### src/bus_pkg.sv
package bus_pkg;

  // ------------------------------
  // Host bus
  // ------------------------------
  typedef logic [15:0] bus_word_t;

  localparam int BUS_ADDR_W = 16;

  // Region field of the byte address
  localparam int REGION_MSB = 15;
  localparam int REGION_LSB = 13;

  localparam logic [REGION_MSB-REGION_LSB:0] REGION_GLOBAL    = 3'd0;
  localparam logic [REGION_MSB-REGION_LSB:0] REGION_SLOT_BASE = 3'd4;

  // Word offset inside a region, byte address bits 12:1
  localparam int REG_OFFSET_W = 12;

  // ------------------------------
  // Register offsets
  // ------------------------------
  localparam logic [REG_OFFSET_W-1:0] GREG_IRQ    = 12'd0;
  localparam logic [REG_OFFSET_W-1:0] GREG_CNT_LO = 12'd1;
  localparam logic [REG_OFFSET_W-1:0] GREG_CNT_HI = 12'd2;

  localparam logic [REG_OFFSET_W-1:0] SREG_TS_LO = 12'd0;
  localparam logic [REG_OFFSET_W-1:0] SREG_TS_HI = 12'd1;
  localparam logic [REG_OFFSET_W-1:0] SREG_LEN   = 12'd2;
  localparam logic [REG_OFFSET_W-1:0] SREG_CTRL  = 12'd3;

  // Offsets from here up hit the frame buffer
  localparam int SLOT_REG_WORDS = 4;

endpackage

### src/frame_pkg.sv
package frame_pkg;

  // ------------------------------
  // Receive ports
  // ------------------------------
  localparam int NUM_PORTS = 2;

  typedef logic [7:0] gmii_byte_t;

  localparam int FRAME_LEN_W = 12;

  typedef logic [FRAME_LEN_W-1:0] frame_len_t;
  typedef logic [31:0]            timestamp_t;

  // ------------------------------
  // Frame buffer
  // ------------------------------
  localparam int BUF_ADDR_W = 12;
  localparam int BUF_WORDS  = 4096;

  // Byte 0 of a frame sits in this word, right after the slot registers
  localparam int FRAME_BASE_WORD = 4;

  // Slot control word
  localparam int CTRL_ARM_BIT  = 0;
  localparam int CTRL_DONE_BIT = 1;

endpackage

### src/wb_read_mux.sv
`timescale 1ns/10ps

module wb_read_mux
  import bus_pkg::*, frame_pkg::*;
(
  input  logic                 clk_125,
  input  logic                 core_rst_n,
  input  logic                 global_valid_i,
  input  bus_word_t            global_data_i,
  input  logic [NUM_PORTS-1:0] slot_valid_i,
  input  bus_word_t            slot_data_i [NUM_PORTS],
  output logic                 wb_ack_o,
  output bus_word_t            wb_dat_o
);

  logic      any_valid;
  bus_word_t sel_data;

  assign any_valid = global_valid_i || (|slot_valid_i);

  // Only one source answers a given request
  always_comb begin
    sel_data = global_valid_i ? global_data_i : '0;
    for (int p = 0; p < NUM_PORTS; p++) begin
      if (slot_valid_i[p]) begin
        sel_data = slot_data_i[p];
      end
    end
  end

  always_ff @(posedge clk_125 or negedge core_rst_n) begin
    if (!core_rst_n) begin
      wb_ack_o <= 1'b0;
    end else begin
      wb_ack_o <= any_valid;
    end
  end

  always_ff @(posedge clk_125) begin
    if (any_valid) begin
      wb_dat_o <= sel_data;
    end
  end

  a_one_responder: assert property (
    @(posedge clk_125) disable iff (!core_rst_n)
    $onehot0({global_valid_i, slot_valid_i}));

endmodule

### config.mk
export PLATFORM = sky130hd
export DESIGN_NAME = wb_read_mux
export DESIGN_NICKNAME = d
export VERILOG_FILES = /design/src/bus_pkg.sv /design/src/frame_pkg.sv /design/src/wb_read_mux.sv
export SDC_FILE = /design/constraint.sdc
export NUM_CORES = 1
export LEC_CHECK = 0
export BUFFER_PORTS_ARGS = -buffer_cell sky130_fd_sc_hd__buf_2
export CORE_MARGIN = 2
export CORE_UTILIZATION = 39
export CTS_CLUSTER_DIAMETER = 120
export DETAILED_ROUTE_END_ITERATION = 8
export PLACE_DENSITY_LB_ADDON = 0.25
export SLEW_MARGIN = 20
export SYNTH_ARGS = -nofsm -noshare
export SYNTH_HDL_FRONTEND = slang
export SYNTH_SLANG_ARGS = --single-unit
### constraint.sdc
create_clock -name clk_125 -period 0.8 [get_ports clk_125]
set_clock_uncertainty 0.05 [all_clocks]
set_input_delay 0 -clock clk_125 [delete_from_list [all_inputs] [get_ports clk_125]]
set_output_delay 0 -clock clk_125 [all_outputs]
set_load 0.02 [all_outputs]
---- Word level (Yosys, flattened, before mapping) ----
Cells that the tools add are included.
storage, ports and cells
  register bits after elaboration ......... 17
  bits of input ports ..................... 53
  output and inout port bits .............. 17
  logic and storage cells ................. 7
cells by class
  muxes and demuxes ....................... 3
  reduce and logical (&&, ||, !) cells .... 2
operators with widths
  cell                number
  16-bit two-way mux  3
  2-bit OR reduction  1
  1-bit logical OR    1

---- Longest topological paths before layout ----
  depth after elaboration ................. 3
  mapped depth ............................ 4
  gate-level depth less buffers ........... 2

---- Worst setup path before layout ----
Ideal clock, no wire load.
  path type ............................... in2reg
  from .................................... in global_valid_i
  to ...................................... reg wb_dat_o[0] (enable)
  setup time .............................. 0.336 ns
  arrival ................................. 0.713 ns
  path slack .............................. -0.299 ns
  cell stages on the path ................. 2
  path through ............................ buf_4 -> or3_1
on the way
  word-level cells in the longest chain between the ends .. 1
ends and longest elaborated chain
  item                    line               source
  start: declaration      wb_read_mux.sv:8   input logic global_valid_i,
  1-bit logical OR        wb_read_mux.sv:19  assign any_valid = global_valid_i || (|slot_valid_i);
  via any_valid           wb_read_mux.sv:16  logic any_valid;
  end signal: assignment  wb_read_mux.sv:41  wb_dat_o <= sel_data;
  end: declaration        wb_read_mux.sv:13  output bus_word_t wb_dat_o
The timed path passes the listed nets, and every way through them passes these cells.
A chain may end at the register's enable or synchronous reset.

---- Worst setup path in the final report ----
  from .................................... reg wb_dat_o[2]
  to ...................................... out wb_dat_o[2]
No word-level cell between the ends.

==> flow_metrics.env <==
export IMPL_synth_fp_nets=143
export IMPL_cpPeakStageDelay_ns=0.39
export IMPL_ys_seq_area_share_pct=53.4
export IMPL_start_util_pct=42.0
export IMPL_seqCellArea_um2=505
export IMPL_swShare_pct=27.6
export IMPL_nets=217
export IMPL_wirelength_mm=2.45
export IMPL_cp_start_kind="flip-flop"
export IMPL_portBuffers=69
export IMPL_p_seq_share_pct=50.1
export IMPL_wl_per_cell_um=12.8
export IMPL_setup_tns_ns=-1.27
export IMPL_grt_max_degree=33
export IMPL_layout_setup_ws_ns=-0.101
export IMPL_top_level_ports=70
export IMPL_cts_buffers=3
export IMPL_p_leak_nw=0.658
export IMPL_postCtsSetupRepairBufs=0
export IMPL_gp_congestion=0.702
export IMPL_worst_pin_slew_ns=0.261
export IMPL_internal_power_mw=1.63
export IMPL_arrival_ns=0.85
export IMPL_cts_buffer_depth=2
export IMPL_worstHoldPathType="in -> reg"
export IMPL_p_switching_mw=0.622
export IMPL_drt_iter0_markers=18
export IMPL_p_per_area_mw_per_mm2=1500
export IMPL_ys_seq_elements=17
export IMPL_hold_viol_final=1
export IMPL_viasPerCell=5.00
export IMPL_path_class="reg -> out"
export IMPL_die_y_um=53.3
export IMPL_cp_depth=1
export IMPL_grt_pass1_wl_mm=3.75
export IMPL_final_common_cell="buf_2"
export IMPL_crit_fanout=1
export IMPL_rsz0062_at_grt="true"
export IMPL_whs_ns=-0.00234
export IMPL_crit_chain="buf_2"
export IMPL_end_kind="output port"
export IMPL_remaining_drc_errors=0
export IMPL_dp_hpwl_mm=1.69
export IMPL_track_usage_pct=18.6
export IMPL_antenna_found_initial=0
export IMPL_drtAntennaViolNets=0
export IMPL_hold_path_depth=3
export IMPL_synth_distinct_cells=9
export IMPL_syn_area_per_cell_um2=10.5
export IMPL_synth_cells=90
export IMPL_status="complete, but fails checks"
export IMPL_path_buf_inv=1
export IMPL_max_vdd_ir_drop_uv=1170
export IMPL_drive_above_1_share_pct=43.6
export IMPL_fin_crit_sh_pct=113
export IMPL_fmax_mhz=1110
export IMPL_htreeDepth=1
export IMPL_syn_area_um2=946
export IMPL_setup_viol=17
export IMPL_clockPowerShare_pct=20.0
export IMPL_period_minus_slack_ns=0.901
export IMPL_num_rows=17
export IMPL_relSlewSlack_pct=82.6
export IMPL_cp_required_ns=0.75
export IMPL_crit_family="flip-flops"
export IMPL_drtPass1Iterations=4
export IMPL_die_area_mm2=0.00284
export IMPL_area_growth_pct=58.6
export IMPL_core_mm2=0.00225
export IMPL_die_width_um=53.3
export IMPL_antennaDiodeCount=0
export IMPL_via_count=955
export IMPL_first_global_vias=902
export IMPL_grt_ovfl_total=0
export IMPL_cts_tree="built"
export IMPL_multi_input_area_um2=392
export IMPL_cts_clk_slew_worst_paths_ns=0.10
export IMPL_cap_viol_max_count=0
export IMPL_cp_slowest_cell="edfxtp_1"
export IMPL_slew_viol_final=0
export IMPL_fillers=199
export IMPL_most_common_layout_cells="buf_2, a21oi_1, nand3b_1, nor2b_1, edfxtp_1"
export IMPL_clock_sinks=17
export IMPL_yosys_warnings=0
export IMPL_violations="negative hold slack, negative setup slack"
export IMPL_combPwrFrac_pct=29.9
export IMPL_cts_root_buf="clkbuf_4"
==> Yosys cell counts, drive strengths merged <==
library cell / n / share of area [%]
a21oi: 32 / 17
buf: 8 / 5.7
dfrtp: 1 / 2.6
edfxtp: 16 / 51
nand3b: 16 / 13
nor2b: 16 / 11
or3: 1 / 0.66
==> routing by layer <==
| layer | share of wire, % | track usage [%] | vias up |
|---|---|---|---|
| met4 | 2.2 | 6.41 | 0 |
| met2 | 51 | 35.4 | 48 |
| met5 | 0 | 0 | - |
| li1 | - | - | 475 |
| met1 | 38 | 18.7 | 424 |
| met3 | 8.8 | 5.37 | 8 |
==> sequential cells by signal, summed over array words and instances (netlist names) <==
register and count:
wb_dat_o 16, wb_ack_o 1
==> timing repair <==
item	4_1_cts	5_1_grt
hold buffers	11	0
setup endpoints to repair	17	25
resized for setup	10	20
endpoints found under the hold margin	12	0
pin swaps	0	0
==> worst paths after layout <==
check	startpoint	end	slack, ns
worst min-delay path	slot_data_i[4]	wb_dat_o[4]	-0.002
worst max-delay path	wb_dat_o[2]	wb_dat_o[2]	-0.10
max in group asynchronous	core_rst_n	wb_ack_o	0.08
min in group asynchronous	core_rst_n	wb_ack_o	0.51
==> cell families (layout without fill, tap and decap cells) <==
kind of cell	count (synthesis)	in the layout	synth area share, %
and+or+nand+nor	33	33	23.9
AOI/OAI and AO/OA	32	32	16.9
DFF	17	17	53.4
buffers and inverters	8	81	5.69
==> stage by stage <==
step                      setup slack, ns  cell area, um^2  power (mW)  util (%)  cells
after floorplan                   -0.0587              958        1.45         -     90
after global placement             -0.136             1300        1.67      57.7    182
after detailed placement           -0.144             1300        1.68      57.7    182
after CTS                          -0.111             1470        2.21      65.1    197
after global routing               -0.130             1500        2.37      66.5    191
final                              -0.101             1500        2.25      66.5    191
==> area by class of cell <==
cell class	instances	share of cell area (%)
Timing Repair Buffer	77	36.0
Sequential cell	17	33.7
Multi-Input combinational cell	65	26.1
Tap cell	28	2.34
Clock buffer	3	1.50
Clock inverter	1	0.334
==> power groups by stage <==
stage               Combinational [mW]  Clock (mW)  Sequential (mW)
CTS                              0.625       0.466             1.12
detailed placement               0.555           0             1.13
finish                           0.675       0.450             1.13
global placement                 0.538           0             1.13
floorplan                        0.183           0             1.26
global route                     0.732       0.495             1.14
Power figures use the tool's default switching activity.
