`config.mk`:
```
export PLATFORM = sky130hd
export DESIGN_NAME = wb_target_decode
export DESIGN_NICKNAME = d
export VERILOG_FILES = /design/src/bus_pkg.sv /design/src/frame_pkg.sv /design/src/wb_target_decode.sv
export SDC_FILE = /design/constraint.sdc
export NUM_CORES = 1
export LEC_CHECK = 0
export ABC_AREA = 0
export ABC_CLOCK_PERIOD_IN_PS = 2500
export BUFFER_PORTS_ARGS = -buffer_cell sky130_fd_sc_hd__buf_2
export CORE_UTILIZATION = 47
export DETAILED_ROUTE_END_ITERATION = 7
export PLACE_DENSITY_LB_ADDON = 0.3
export SLEW_MARGIN = 5
export SYNTH_ARGS = -nofsm -noshare
export SYNTH_HDL_FRONTEND = slang
export SYNTH_SLANG_ARGS = --single-unit
export TNS_END_PERCENT = 20
```
`constraint.sdc`:
```
create_clock -name clk_125 -period 2.5 [get_ports clk_125]
set_clock_uncertainty 0.05 [all_clocks]
set_input_delay 0.25 -clock clk_125 [delete_from_list [all_inputs] [get_ports clk_125]]
set_output_delay 0.25 -clock clk_125 [all_outputs]
set_load 0.02 [all_outputs]
```
`src/bus_pkg.sv`:
```
package bus_pkg;

  // ------------------------------
  // Host bus
  // ------------------------------
  typedef logic [15:0] bus_word_t;

  localparam int BUS_ADDR_W = 16;

  // Region field of the byte address
  localparam int REGION_MSB = 15;
  localparam int REGION_LSB = 13;

  localparam logic [REGION_MSB-REGION_LSB:0] REGION_GLOBAL    = 3'd0;
  localparam logic [REGION_MSB-REGION_LSB:0] REGION_SLOT_BASE = 3'd4;

  // Word offset inside a region, byte address bits 12:1
  localparam int REG_OFFSET_W = 12;

  // ------------------------------
  // Register offsets
  // ------------------------------
  localparam logic [REG_OFFSET_W-1:0] GREG_IRQ    = 12'd0;
  localparam logic [REG_OFFSET_W-1:0] GREG_CNT_LO = 12'd1;
  localparam logic [REG_OFFSET_W-1:0] GREG_CNT_HI = 12'd2;

  localparam logic [REG_OFFSET_W-1:0] SREG_TS_LO = 12'd0;
  localparam logic [REG_OFFSET_W-1:0] SREG_TS_HI = 12'd1;
  localparam logic [REG_OFFSET_W-1:0] SREG_LEN   = 12'd2;
  localparam logic [REG_OFFSET_W-1:0] SREG_CTRL  = 12'd3;

  // Offsets from here up hit the frame buffer
  localparam int SLOT_REG_WORDS = 4;

endpackage

```
`src/frame_pkg.sv`:
```
package frame_pkg;

  // ------------------------------
  // Receive ports
  // ------------------------------
  localparam int NUM_PORTS = 2;

  typedef logic [7:0] gmii_byte_t;

  localparam int FRAME_LEN_W = 12;

  typedef logic [FRAME_LEN_W-1:0] frame_len_t;
  typedef logic [31:0]            timestamp_t;

  // ------------------------------
  // Frame buffer
  // ------------------------------
  localparam int BUF_ADDR_W = 12;
  localparam int BUF_WORDS  = 4096;

  // Byte 0 of a frame sits in this word, right after the slot registers
  localparam int FRAME_BASE_WORD = 4;

  // Slot control word
  localparam int CTRL_ARM_BIT  = 0;
  localparam int CTRL_DONE_BIT = 1;

endpackage

```
`src/wb_target_decode.sv`:
```
`timescale 1ns/10ps

module wb_target_decode
  import bus_pkg::*, frame_pkg::*;
(
  input  logic                    clk_125,
  input  logic                    core_rst_n,
  input  logic                    wb_cyc_i,
  input  logic                    wb_stb_i,
  input  logic                    wb_we_i,
  input  logic [BUS_ADDR_W-1:0]   wb_adr_i,
  input  logic [1:0]              wb_sel_i,
  input  bus_word_t               wb_dat_i,
  input  logic [NUM_PORTS-1:0]    slot_done_i,
  output logic                    req_start_o,
  output logic                    req_we_o,
  output logic [REG_OFFSET_W-1:0] req_offset_o,
  output logic [1:0]              req_sel_o,
  output bus_word_t               req_data_o,
  output logic [NUM_PORTS-1:0]    slot_sel_o,
  output timestamp_t              global_count_o,
  output logic                    rsp_valid_o,
  output bus_word_t               rsp_data_o,
  output logic                    irq_o
);

  logic [REGION_MSB-REGION_LSB:0] region;
  logic [NUM_PORTS-1:0]           slot_hit;
  logic                           new_req;
  logic                           req_seen_q;
  logic                           glb_q;
  logic                           glb_wr;
  timestamp_t                     count_d;
  bus_word_t                      glb_rd_data;

  assign region  = wb_adr_i[REGION_MSB:REGION_LSB];
  assign new_req = wb_cyc_i && wb_stb_i && !req_seen_q;

  always_comb begin
    for (int p = 0; p < NUM_PORTS; p++) begin
      slot_hit[p] = (int'(region) == int'(REGION_SLOT_BASE) + p);
    end
  end

  // ------------------------------
  // Request detect
  // ------------------------------
  always_ff @(posedge clk_125 or negedge core_rst_n) begin
    if (!core_rst_n) begin
      req_start_o <= 1'b0;
      req_seen_q  <= 1'b0;
    end else begin
      req_start_o <= new_req;
      if (!wb_stb_i) begin
        req_seen_q <= 1'b0;
      end else if (wb_cyc_i) begin
        req_seen_q <= 1'b1;
      end
    end
  end

  always_ff @(posedge clk_125) begin
    if (new_req) begin
      req_we_o     <= wb_we_i;
      req_offset_o <= wb_adr_i[REGION_LSB-1:1];
      req_sel_o    <= wb_sel_i;
      req_data_o   <= wb_dat_i;
      slot_sel_o   <= slot_hit;
      glb_q        <= (region == REGION_GLOBAL);
    end
  end

  // ------------------------------
  // Global counter
  // ------------------------------
  assign glb_wr = req_start_o && req_we_o && glb_q;

  always_comb begin
    count_d = global_count_o + 1'b1;
    if (glb_wr && (req_offset_o == GREG_CNT_LO || req_offset_o == GREG_CNT_HI)) begin
      count_d = global_count_o;
      for (int b = 0; b < 2; b++) begin
        if (req_sel_o[b]) begin
          if (req_offset_o == GREG_CNT_LO) begin
            count_d[8*b +: 8] = req_data_o[8*b +: 8];
          end else begin
            count_d[16 + 8*b +: 8] = req_data_o[8*b +: 8];
          end
        end
      end
    end
  end

  always_ff @(posedge clk_125 or negedge core_rst_n) begin
    if (!core_rst_n) begin
      global_count_o <= '0;
    end else begin
      global_count_o <= count_d;
    end
  end

  // Unmapped regions fall through to zero
  always_comb begin
    glb_rd_data = '0;
    if (glb_q) begin
      case (req_offset_o)
        GREG_IRQ:    glb_rd_data[NUM_PORTS-1:0] = slot_done_i;
        GREG_CNT_LO: glb_rd_data = global_count_o[15:0];
        GREG_CNT_HI: glb_rd_data = global_count_o[31:16];
        default:     glb_rd_data = '0;
      endcase
    end
  end

  always_ff @(posedge clk_125 or negedge core_rst_n) begin
    if (!core_rst_n) begin
      rsp_valid_o <= 1'b0;
    end else begin
      rsp_valid_o <= req_start_o && !(|slot_sel_o);
    end
  end

  always_ff @(posedge clk_125) begin
    if (req_start_o) begin
      rsp_data_o <= glb_rd_data;
    end
  end

  assign irq_o = |slot_done_i;

endmodule
```
# --- Word level (Yosys, flattened, before mapping) ---
# Cells that the tools add are included.
# W data, S select, Z words.
op_classes:
  addsub: 1
  eq_ne: 9
  muxes: 13
  reduce_logical: 17
ops:
  columns: ["operator", "count"]
  rows:
  - ["$mux W8", 8]
  - ["$add A32 B1 Y32 const B", 1]
  - ["$mux W32", 1]
  - ["$pmux W14 S2", 1]
  - ["$eq A12 B1 Y1 const B", 1]
  - ["$eq A12 B2 Y1 const B", 1]
  - ["$logic_not A12 Y1", 1]
  - ["$ne A2 B2 Y1 const B", 5]
  - ["$reduce_and A2 Y1", 4]
  - ["$eq A3 B3 Y1 const B", 2]
  - ["$logic_and A1 B1 Y1", 6]
  - ["$pmux W2 S3", 1]
  - ["$reduce_or A2 Y1", 2]
  - ["$logic_not A3 Y1", 1]
  - ["$logic_not A1 Y1", 2]
  - ["$mux W1", 2]
  - ["$logic_or A1 B1 Y1", 1]
totals:
  ff_bits: 85
  in_bits: 41
  out_inout_bits: 84
  elab_cells: 54

# --- Logic depth before layout (Yosys ltp) ---
logic_depth:
  depth_word: 5
  depth_mapped: 8
  ltp_nobuf: 6

# --- Worst setup path before layout ---
# Ideal clock, no wire load.
synth_timing:
  path_type: "reg-to-reg"
  from: "register req_seen_q"
  to: "register glb_q (enable)"
  setup_ns: 0.427
  arrival_time_ns: 1.841
  required_ns: 2.023
  setup_slack_ns: 0.182
  stages_incl_launch_ff: 2
  n_path_buf: 0
  period_less_slack_ns: 2.318
  path_cell_list: "dfrtp_1 nor2_1"
synth_between:
  elab_chain_len: 2
synth_rtl:
  columns: ["element", "line_no", "rtl"]
  rows:
  - ["start: declaration", "wb_target_decode.sv:30", "logic req_seen_q;"]
  - ["start signal: assignment", "wb_target_decode.sv:51", "req_seen_q <= 1'b0;"]
  - ["start signal: assignment", "wb_target_decode.sv:55", "req_seen_q <= 1'b0;"]
  - ["start signal: assignment", "wb_target_decode.sv:57", "req_seen_q <= 1'b1;"]
  - ["$logic_not A1 Y1", "wb_target_decode.sv:37", "assign new_req = wb_cyc_i && wb_stb_i && !req_seen_q;"]
  - ["$logic_and A1 B1 Y1", "wb_target_decode.sv:37", null]
  - ["named net new_req", "wb_target_decode.sv:29", "logic new_req;"]
  - ["end signal: assignment", "wb_target_decode.sv:69", "glb_q <= (region == REGION_GLOBAL);"]
  - ["end: declaration", "wb_target_decode.sv:31", "logic glb_q;"]
# The timed path passes the listed nets, and every way through them passes these cells.
# A chain may end at the register's enable or synchronous reset.

# --- Worst setup path after layout ---
layout_timing:
  from: "register req_offset_o[1]"
  to: "register global_count_o[28]"
layout_between:
  elab_chain_len: 5
  word_cells_on_any_way: 8
  classes_between: "eq/ne: 4; mux: 1; reduce/logical: 3"
layout_rtl:
  columns: ["element", "line_no", "rtl"]
  rows:
  - ["start: declaration", "wb_target_decode.sv:17", "output logic [REG_OFFSET_W-1:0] req_offset_o,"]
  - ["start signal: assignment", "wb_target_decode.sv:65", "req_offset_o <= wb_adr_i[REGION_LSB-1:1];"]
  - ["$eq A12 B1 Y1 or $eq A12 B2 Y1 (tied branches)", "wb_target_decode.sv:80, wb_target_decode.sv:84", null]
  - ["$logic_or A1 B1 Y1", "wb_target_decode.sv:80", "if (glb_wr && (req_offset_o == GREG_CNT_LO || req_offset_o == GREG_CNT_HI)) begin"]
  - ["$logic_and A1 B1 Y1", "wb_target_decode.sv:80", null]
  - ["$ne A2 B2 Y1 (no line)", null, null]
  - ["$reduce_and A2 Y1 (no line)", null, null]
  - ["end signal: assignment", "wb_target_decode.sv:98", "global_count_o <= count_d;"]
  - ["end: declaration", "wb_target_decode.sv:21", "output timestamp_t global_count_o,"]
# Several ways; a longest one is shown, not always the timed one.

==> flow_metrics.env <==
export IMPL_diodes=0
export IMPL_gr_max_usage_layer="met2"
export IMPL_fmax_mhz=443
export IMPL_die_h_um=97.3
export IMPL_switching_share=0.263
export IMPL_synth_cell_types=63
export IMPL_syn_avg_cell_area_um2=11.5
export IMPL_core_area_um2=8760
export IMPL_synth_top_area_frac=0.352
export IMPL_dr_first_iter_drc_count=336
export IMPL_p_leak_uw=0.00229
export IMPL_grt_pass1_vias=3843
export IMPL_clkTransAtPathRegs_ns=0.10
export IMPL_fin_crit_ns=2.25
export IMPL_post_cts_buffers=0
export IMPL_ys_warn_count=0
export IMPL_syn_num_nets=414
export IMPL_start_util=0.487
export IMPL_start_kind="flip-flop"
export IMPL_drive_gt1_frac=0.353
export IMPL_overflow=0
export IMPL_synthTopCellsByArea="edfxtp_1, dfrtp_1, a21oi_1, nor2_1, nor2b_1"
export IMPL_boundaryPins=125
export IMPL_multi_input_area_um2=1790
export IMPL_pwr_density_cell_nw_per_um2=586
export IMPL_hold_end="req_data_o[6]"
export IMPL_yosysTopAreaCell="edfxtp_1"
export IMPL_grt_max_degree=36
export IMPL_synthArstFlopShare=0.412
export IMPL_place_gp_congestion=0.960
export IMPL_worstHoldStart="wb_dat_i[6]"
export IMPL_drc=0
export IMPL_criticalPathCategory="flip-flop to flip-flop"
export IMPL_row_count=34
export IMPL_hp_class="input port to flip-flop"
export IMPL_final_common_cell="buf_2"
export IMPL_period_share=0.902
export IMPL_vias=3896
export IMPL_post_place_ws_ns=0.273
export IMPL_p_int_uw=2360
export IMPL_synth_edf_count=50
export IMPL_critPathRequiredTime_ns=2.70
export IMPL_holdPathStages=1
export IMPL_area_growth_synth_to_final_pct=28.0
export IMPL_ys_flop_type="edfxtp_1"
export IMPL_cts_sinks=85
export IMPL_grt_first_pass_wirelength_mm=19.9
export IMPL_max_slew_margin=0.412
export IMPL_clock_power_share=0.376
export IMPL_final_nets=567
export IMPL_stdcell_area_um2=5460
export IMPL_tightest_slew_ns=0.883
export IMPL_cts_root_buf="clkbuf_8"
export IMPL_r2r_end="global_count_o[28]"
export IMPL_setup_tns_ns=0
export IMPL_cts_buffer_depth=2
export IMPL_clk_latency_ns=0.37
export IMPL_setup_violations=0
export IMPL_fill_cells=727
export IMPL_yosysSeqAreaShare=0.557
export IMPL_dr_pass1_iters=7
export IMPL_vias_per_cell=6.11
export IMPL_combinationalPowerShare=0.111
export IMPL_cp_data_arrival_time_ns=2.46
export IMPL_routed_wl_mm=12.7
export IMPL_seqCellArea_um2=2380
export IMPL_hpwlAfterDp_mm=9.27
export IMPL_cp_end_kind="flip-flop"
export IMPL_cts_htree_levels=3
export IMPL_r2r_cells=6
export IMPL_seqPwrFrac=0.513
export IMPL_cp_max_fo=10
export IMPL_timing_rr_start="req_offset_o[1]"
export IMPL_dpl_cell_area_um2=5110
export IMPL_drv_cap=0
export IMPL_hold_viol=0
export IMPL_outcome="finished, final reports clean"
export IMPL_use_met3=0.0590
export IMPL_syn_cell_area_um2=4270
export IMPL_numCtsBuffers=9
export IMPL_rrSetupSlack_ns=0.25
export IMPL_grt_setup_unrepaired="no"
export IMPL_drtAntennaViolNets=0
export IMPL_globalRouteMet2Util=0.452
export IMPL_grt_usage=0.273
export IMPL_dieWidth_um=97.3
export IMPL_mostFrequentLayoutCells="buf_2, edfxtp_1, dfrtp_1, nor2_1, a21oi_1"
export IMPL_grt_use_met1=0.347
export IMPL_setup_slack_ns=0.245
export IMPL_ys_ff_latch=85
export IMPL_antenna_found_initial=0
export IMPL_peakVddDrop_mv=0.349
export IMPL_tritoncts="done"
export IMPL_synth_cells=372
export IMPL_drv_slew=0
export IMPL_die_area_um2=9460
export IMPL_portBuffers=123
export IMPL_power_switching_uw=841
export IMPL_post_drt_wl_per_cell_um=19.9
## worst max-delay path by stage
stage / startpoint / endpoint / cells after the start
after floorplan: req_seen_q / glb_q / 1
after global placement: req_offset_o[1] / global_count_o[25] / 6
after detailed placement: req_offset_o[1] / global_count_o[28] / 6
after CTS: req_offset_o[1] / global_count_o[28] / 6
after global routing: req_offset_o[1] / global_count_o[28] / 6
final: req_offset_o[1] / global_count_o[28] / 6
## kinds of logic (layout without fill, tap and decap cells)
| group | count (synthesis) | count (layout) | synth area share |
|---|---|---|---|
| simple gates | 148 | 148 | 0.207 |
| compound gates | 109 | 109 | 0.185 |
| flops | 85 | 85 | 0.557 |
| buf+inv | 21 | 179 | 0.0261 |
| mux | 5 | 5 | 0.0120 |
| xor+xnor | 3 | 3 | 0.00968 |
| fa+ha+maj | 1 | 1 | 0.00293 |
## stage by stage
stage | std cells | utilization | power [uW] | hold WS [ns]
6_report | 638 | 0.623 | 3200 | 0.00211
5_1_grt | 638 | 0.623 | 3300 | 0.000899
4_1_cts | 638 | 0.623 | 3200 | 0.000896
3_5_place_dp | 611 | 0.583 | 2010 | 0.356
3_3_place_gp | 611 | 0.583 | 2000 | 0.360
2_1_floorplan | 372 | - | 1850 | -0.0956
## synthesized netlist by cell type, types with 3 or more instances
master	n
o311a_1	3
a32oi_1	4
inv_1	6
nor4_4	4
nor3_2	4
nand2b_1	4
and3_1	6
o21ai_0	12
dfrtp_1	35
a21oi_1	28
buf_4	4
nor2_1	33
o22a_1	9
nand3_1	20
buf_2	8
nand2_2	3
o21bai_1	3
nand2_1	23
nor2b_1	17
o21a_1	4
a22oi_1	14
mux2i_1	4
o221a_2	3
a211o_1	5
nor3_1	7
edfxtp_1	50
nand4_1	9
## layout make-up
class | instances | area share
flip-flops and latches | 85 | 0.435
multi-input cells | 266 | 0.327
repair buffers | 157 | 0.164
well taps | 108 | 0.0247
clock buffers | 9 | 0.0227
clock inverters | 7 | 0.0220
inverters | 6 | 0.00412
## power by group through the flow
stage / clock network (uW) / registers, uW / logic [uW]
2_1_floorplan: 0 / 1740 / 114
3_3_place_gp: 0 / 1670 / 334
3_5_place_dp: 0 / 1670 / 340
4_1_cts: 1200 / 1640 / 355
5_1_grt: 1260 / 1650 / 381
6_report: 1200 / 1640 / 354
## critical path, stage by stage (launching register included)
cell and delay [ns]:
edfxtp_1 0.56, nor2b_1 0.25, a21oi_1 0.41, nor2_1 0.08
buf_4 0.18, o311a_1 0.33, a221o_1 0.27
## routing by layer
| metal | wire length [um] | part of all wire |
|---|---|---|
| met1 | 5130 | 0.40 |
| met2 | 6090 | 0.48 |
| met3 | 1170 | 0.092 |
| met4 | 308 | 0.024 |
| met5 | 0 | 0 |
## registers in the layout, indices dropped and copies added, names as in the netlist
register / flops
req_we_o: 1
req_seen_q: 1
req_offset_o: 12
req_start_o: 1
req_data_o: 16
slot_sel_o: 2
rsp_valid_o: 1
req_sel_o: 2
global_count_o: 32
rsp_data_o: 16
glb_q: 1
## what timing repair did
item / 4_1_cts / 5_1_grt
hold endpoints to repair: 45 / 0
hold buffers: 11 / 0
resized for setup: 0 / 0
No activity file was read; power rests on OpenSTA's default activity.
